===== config.mk =====
export PLATFORM = sky130hd
export DESIGN_NAME = aes_ctrl
export DESIGN_NICKNAME = d
export VERILOG_FILES = /design/src/rtl/aes_cfg_pkg.sv /design/src/rtl/aes_ctrl.sv
export SDC_FILE = /design/constraint.sdc
export NUM_CORES = 1
export LEC_CHECK = 0
export BUFFER_PORTS_ARGS = -buffer_cell sky130_fd_sc_hd__buf_2
export CAP_MARGIN = 20
export CORE_AREA = 8 8 45 47
export CTS_BUF_LIST = sky130_fd_sc_hd__clkbuf_8
export CTS_CLUSTER_DIAMETER = 30
export CTS_CLUSTER_SIZE = 16
export DETAILED_ROUTE_END_ITERATION = 6
export DIE_AREA = 0 0 53 55
export GPL_TIMING_DRIVEN = 0
export HOLD_SLACK_MARGIN = 0.05
export REMOVE_ABC_BUFFERS = 1
export SYNTH_ARGS = -nofsm -noshare
export SYNTH_HDL_FRONTEND = slang
export SYNTH_SLANG_ARGS = --single-unit

===== constraint.sdc =====
create_clock -name clk -period 1 [get_ports clk]
set_input_delay 0 -clock clk [delete_from_list [all_inputs] [get_ports clk]]
set_output_delay 0 -clock clk [all_outputs]
set_load 0.05 [all_outputs]

===== src/rtl/aes_cfg_pkg.sv =====
// ----------------------------------------------------------------------
// AES core configuration
// Widths, counts and shared types of the iterative AES encryption core,
// plus the per-cycle round operation passed from control to datapath
// ----------------------------------------------------------------------

package aes_cfg_pkg;

    // Block and word geometry
    localparam int BLOCK_BITS    = 128;
    localparam int WORD_BITS     = 32;
    localparam int BLOCK_WORDS   = BLOCK_BITS / WORD_BITS;

    // AES-256 is the widest key, it sizes storage and counters
    localparam int MAX_KEY_WORDS = 8;

    typedef logic [7:0]            byte_t;
    typedef logic [WORD_BITS-1:0]  word_t;
    typedef logic [BLOCK_BITS-1:0] block_t;

    // Round key index 0..Nr, at most 14
    typedef logic [3:0]            round_t;

    // Index into the expanded key schedule, at most 60 words
    typedef logic [5:0]            word_idx_t;

    // Operation applied to the cipher state on the next edge
    typedef enum logic [2:0] {
        OP_HOLD,
        OP_LOAD,
        OP_INIT,
        OP_MID,
        OP_LAST
    } round_op_t;

endpackage

===== src/rtl/aes_ctrl.sv =====
// ----------------------------------------------------------------------
// AES sequencer
// Accepts a start pulse, runs key expansion, then steps the datapath
// through the initial key add, the full rounds and the final round
// ----------------------------------------------------------------------

module aes_ctrl #(
    parameter int KEY_WORDS = 8
) (
    input  logic                   clk,
    input  logic                   rst,
    input  logic                   start,
    input  logic                   expand_done,
    output logic                   key_load,
    output logic                   key_step,
    output aes_cfg_pkg::round_op_t round_op,
    output aes_cfg_pkg::round_t    round_idx,
    output logic                   busy,
    output logic                   data_valid
);

    // Nr = Nk + 6
    localparam aes_cfg_pkg::round_t LAST_ROUND = aes_cfg_pkg::round_t'(KEY_WORDS + 6);

    typedef enum logic [2:0] {
        IDLE,
        EXPAND,
        INIT,
        ROUNDS,
        FINAL,
        DONE
    } ctrl_state_t;

    ctrl_state_t         state;
    ctrl_state_t         state_next;
    aes_cfg_pkg::round_t round_next;

    // ------------------------------------------------------------------
    // Next state and round counter
    // ------------------------------------------------------------------
    always_comb begin
        state_next = state;
        round_next = round_idx;
        case (state)
            IDLE: begin
                if (start) begin
                    state_next = EXPAND;
                end
            end
            EXPAND: begin
                if (expand_done) begin
                    state_next = INIT;
                end
            end
            INIT: begin
                state_next = ROUNDS;
                round_next = 4'd1;
            end
            ROUNDS: begin
                round_next = round_idx + 4'd1;
                // Counter reaching Nr-1 hands over to the final round
                if (round_idx == LAST_ROUND - 4'd1) begin
                    state_next = FINAL;
                end
            end
            FINAL: begin
                state_next = DONE;
            end
            default: begin
                state_next = IDLE;
                round_next = '0;
            end
        endcase
    end

    always_ff @(posedge clk or posedge rst) begin
        if (rst) begin
            state     <= IDLE;
            round_idx <= '0;
        end else begin
            state     <= state_next;
            round_idx <= round_next;
        end
    end

    // ------------------------------------------------------------------
    // Outputs
    // ------------------------------------------------------------------
    always_comb begin
        case (state)
            IDLE:    round_op = start ? aes_cfg_pkg::OP_LOAD : aes_cfg_pkg::OP_HOLD;
            INIT:    round_op = aes_cfg_pkg::OP_INIT;
            ROUNDS:  round_op = aes_cfg_pkg::OP_MID;
            FINAL:   round_op = aes_cfg_pkg::OP_LAST;
            default: round_op = aes_cfg_pkg::OP_HOLD;
        endcase
    end

    // Start only counts in IDLE, so busy and DONE both block it
    assign key_load   = (state == IDLE) && start;
    assign key_step   = (state == EXPAND);
    assign busy       = state inside {EXPAND, INIT, ROUNDS, FINAL};
    assign data_valid = (state == DONE);

    assert property (@(posedge clk) disable iff (rst) expand_done |-> (state == EXPAND))
        else $error("expand_done outside key expansion");

endmodule


==> results by group <==
GRT
  • Vias in the first global route: 575
  • GRT overflow: 0
  • Initial antenna violation count: 0
  • Largest net degree at the start of global routing: 9
  • Total Routing Usage GR: 12.8%
  • Busiest grt layer: met2
  • Met3 Use GR: 2.67%
  • First-pass GRT wire length: 2620 um
  • M2 GR Usage: 19.9%
  • Met1 usage in global routing: 14.0%

Timing
  • Final worst-path cycle share: 125%
  • Final Skew: 1.94 ps
  • Crit path time final: 1250 ps
  • Setup WS post-layout: -249 ps
  • Final hold vios: 0
  • Worst hold slack: 82.8 ps
  • Worst relative slew slack: 81.4%
  • Final setup vio count: 14
  • RSZ-0062 raised after global routing: true
  • Maximum clock rate: 0.801 GHz
  • Slew @ Worst Pin: 279 ps
  • Final slew viol count: 0

Cells and area
  • Fillers: 119
  • Final Non-Filler Cells: 103
  • Layout Nets: 94
  • Final instance area: 871 sq um
  • # diodes: 0
  • Layout cells sized above 1: 66.7%
  • P&R area growth vs syn: 83.2%
  • Core Util, Final: between 60% and 70%

Min path
  • Hold_sp: expand_done
  • Min-delay worst type: primary input to flop

Critical path
  • CP Data Arrival Time: about 1400 ps
  • RR Startpoint: state[1]
  • Crit Path Class: flop to flop
  • Required time of the critical path: 1150 ps
  • Startpoint types: flop
  • CP max FO: 6
  • Crit path launch: state[1]
  • Kind of end point of the critical path: flop

Yosys
  • Synth top cells by count: dfrtp_1 (7), nand2_1 (6), nand3_1 (4)
  • Synth top area cells: dfrtp_1 (37%), ha_1 (5.3%), nand2_1 (4.7%)
  • Post-Synthesis Cell Area: 475 sq um
  • Synthesis-stage register bit count: 7
  • Cells after synthesis: 54
  • Most frequent cell after synthesis: dfrtp_1
  • Post-synthesis sequential area ratio: 36.8%
  • Top_reg_cell synth: dfrtp_1
  • Yosys warnings: 0
  • Cell taking the most area after synthesis: dfrtp_1
  • Mean post-synth cell area: 8.80 sq um
  • Yosys top cell area share: ~37%
  • Post-synth cell types: 31
  • EDFF count, synth: 0
  • Share of synthesized flip-flops with an asynchronous set or reset: 100%

Placed design
  • DP HPWL: 819 um
  • DP Cell Count: 81
  • Number of port buffers: 14
  • Placed Area: 548 sq um
  • Routability cong.: 0.783

Detailed routing
  • Vias post-DR: 550
  • Initial DRC count: 7
  • Pre-antenna DRT Iters: 4
  • Drt wl/cell: 16.2 um
  • Avg Vias per Cell: 5.34
  • Antenna Violating Nets Remaining: 0
  • Final wirelength: 1670 um
  • # DRC: 0

Run status
  • Violated checks: negative setup slack
  • Status: complete, but fails checks

Pwr
  • Pleak: ~0.42 nW
  • Pwr per Cell Area: 4040 mW/mm^2
  • Overall Power: 3.52 mW
  • Peak supply drop: 1.90 mV

Floorplan
  • Floorplan row count: 14
  • CORE AREA: around 0.0014 sq mm
  • Starting Density: between 30% and 40%
  • I/O pin cnt: 15
  • Die Footprint: 0.00292 sq mm
  • Chip width: 53 um
  • Die Y: 55 um

CTS
  • Reg clk slew, reported paths: approximately 40 ps
  • CTS tree: built
  • CTS Sinks: 7
  • Root Buffer: clkbuf_8
  • Longest Clk Path Bufs: 2
  • H-tree levels: 1
  • CTS Buf Count: 3
  • Clock latency on the worst-skew pair: about 230 ps

Flow run
  • Max-cap violations: 0
per-stage QoR:
stage	setup TNS, ps	setup WS, ps
detailed placement	-3150	-376
CTS	-2400	-250
global route	-3430	-292
finish	-2810	-249
global placement	-3350	-392
floorplan	-6110	-1200
worst paths after layout:
kind / endpoint / cells after the start / slack (ps)
worst max-delay path: round_idx[3] / 4 / -250
worst min-delay path: state[0] / 3 / 80
worst max register to register: round_idx[3] / 4 / -250
worst min register to register: round_idx[3] / 2 / 590
max in group asynchronous: round_idx[1] / 3 / 520
min in group asynchronous: round_idx[3] / 3 / 240
logic make-up after synthesis:
| kind of cell | synth area share (%) |
|---|---|
| compound gates | 19.5 |
| xor+xnor | 1.84 |
| simple gates | 29.7 |
| flops | 36.8 |
| buf+inv | 6.84 |
| fa+ha+maj | 5.26 |
cells in the final DEF, fill, tap and decap left out, types with 2 or more instances in the layout:
| master | n |
|---|---|
| buf_4 | 14 |
| buf_6 | 9 |
| nand2_1 | 5 |
| buf_2 | 5 |
| dfrtp_2 | 5 |
| nand3_1 | 3 |
| inv_1 | 3 |
| clkbuf_8 | 3 |
| and2b_2 | 2 |
| inv_2 | 2 |
| nor2_1 | 2 |
| a21o_1 | 2 |
| a21oi_2 | 2 |
| buf_8 | 2 |
| dfrtp_1 | 2 |
timing repair:
action,in CTS,in global routing
endpoints found under the setup margin,14,17
hold buffers,1,0
setup buffers,16,1
resized for setup,39,8
hold endpoints to repair,7,0
pin swaps,10,1
registers in the layout, indices dropped and copies added (netlist names):
signal / cells
state: 3
round_idx: 4
worst max-delay path: stages, from the launching register on:
cell and delay [ps]:
dfrtp_2 440, buf_6 150, nand2_1 90, or4_4 420
o211ai_2 70
per-layer routing:
metal,vias to the layer above,share of wire [%],wire length [um]
met5,-,0,0
met4,0,6.2,104
met3,9,5.8,96
met2,24,45,748
met1,260,43,716
li1,257,-,-
power by group:
| part | total (mW) | switching [mW] | internal, mW | leakage (nW) |
|---|---|---|---|---|
| combinational | 2.52 | 1.42 | 1.11 | 0.310 |
| sequential | 0.611 | 0.200 | 0.411 | 0.0835 |
| clock | 0.390 | 0.124 | 0.265 | 0.0269 |
final cells by class:
| cell class | instances | area [sq um] | area share (%) |
|---|---|---|---|
| well taps | 16 | 20.0 | 2.30 |
| repair buffers | 32 | 279 | 32.0 |
| flip-flops and latches | 7 | 181 | 20.8 |
| inverters | 4 | 15.0 | 1.72 |
| clock buffers | 3 | 41.3 | 4.74 |
| multi-input cells | 40 | 330 | 37.9 |
| clock inverters | 1 | 3.75 | 0.431 |
No activity file was read; power rests on OpenSTA's default activity.
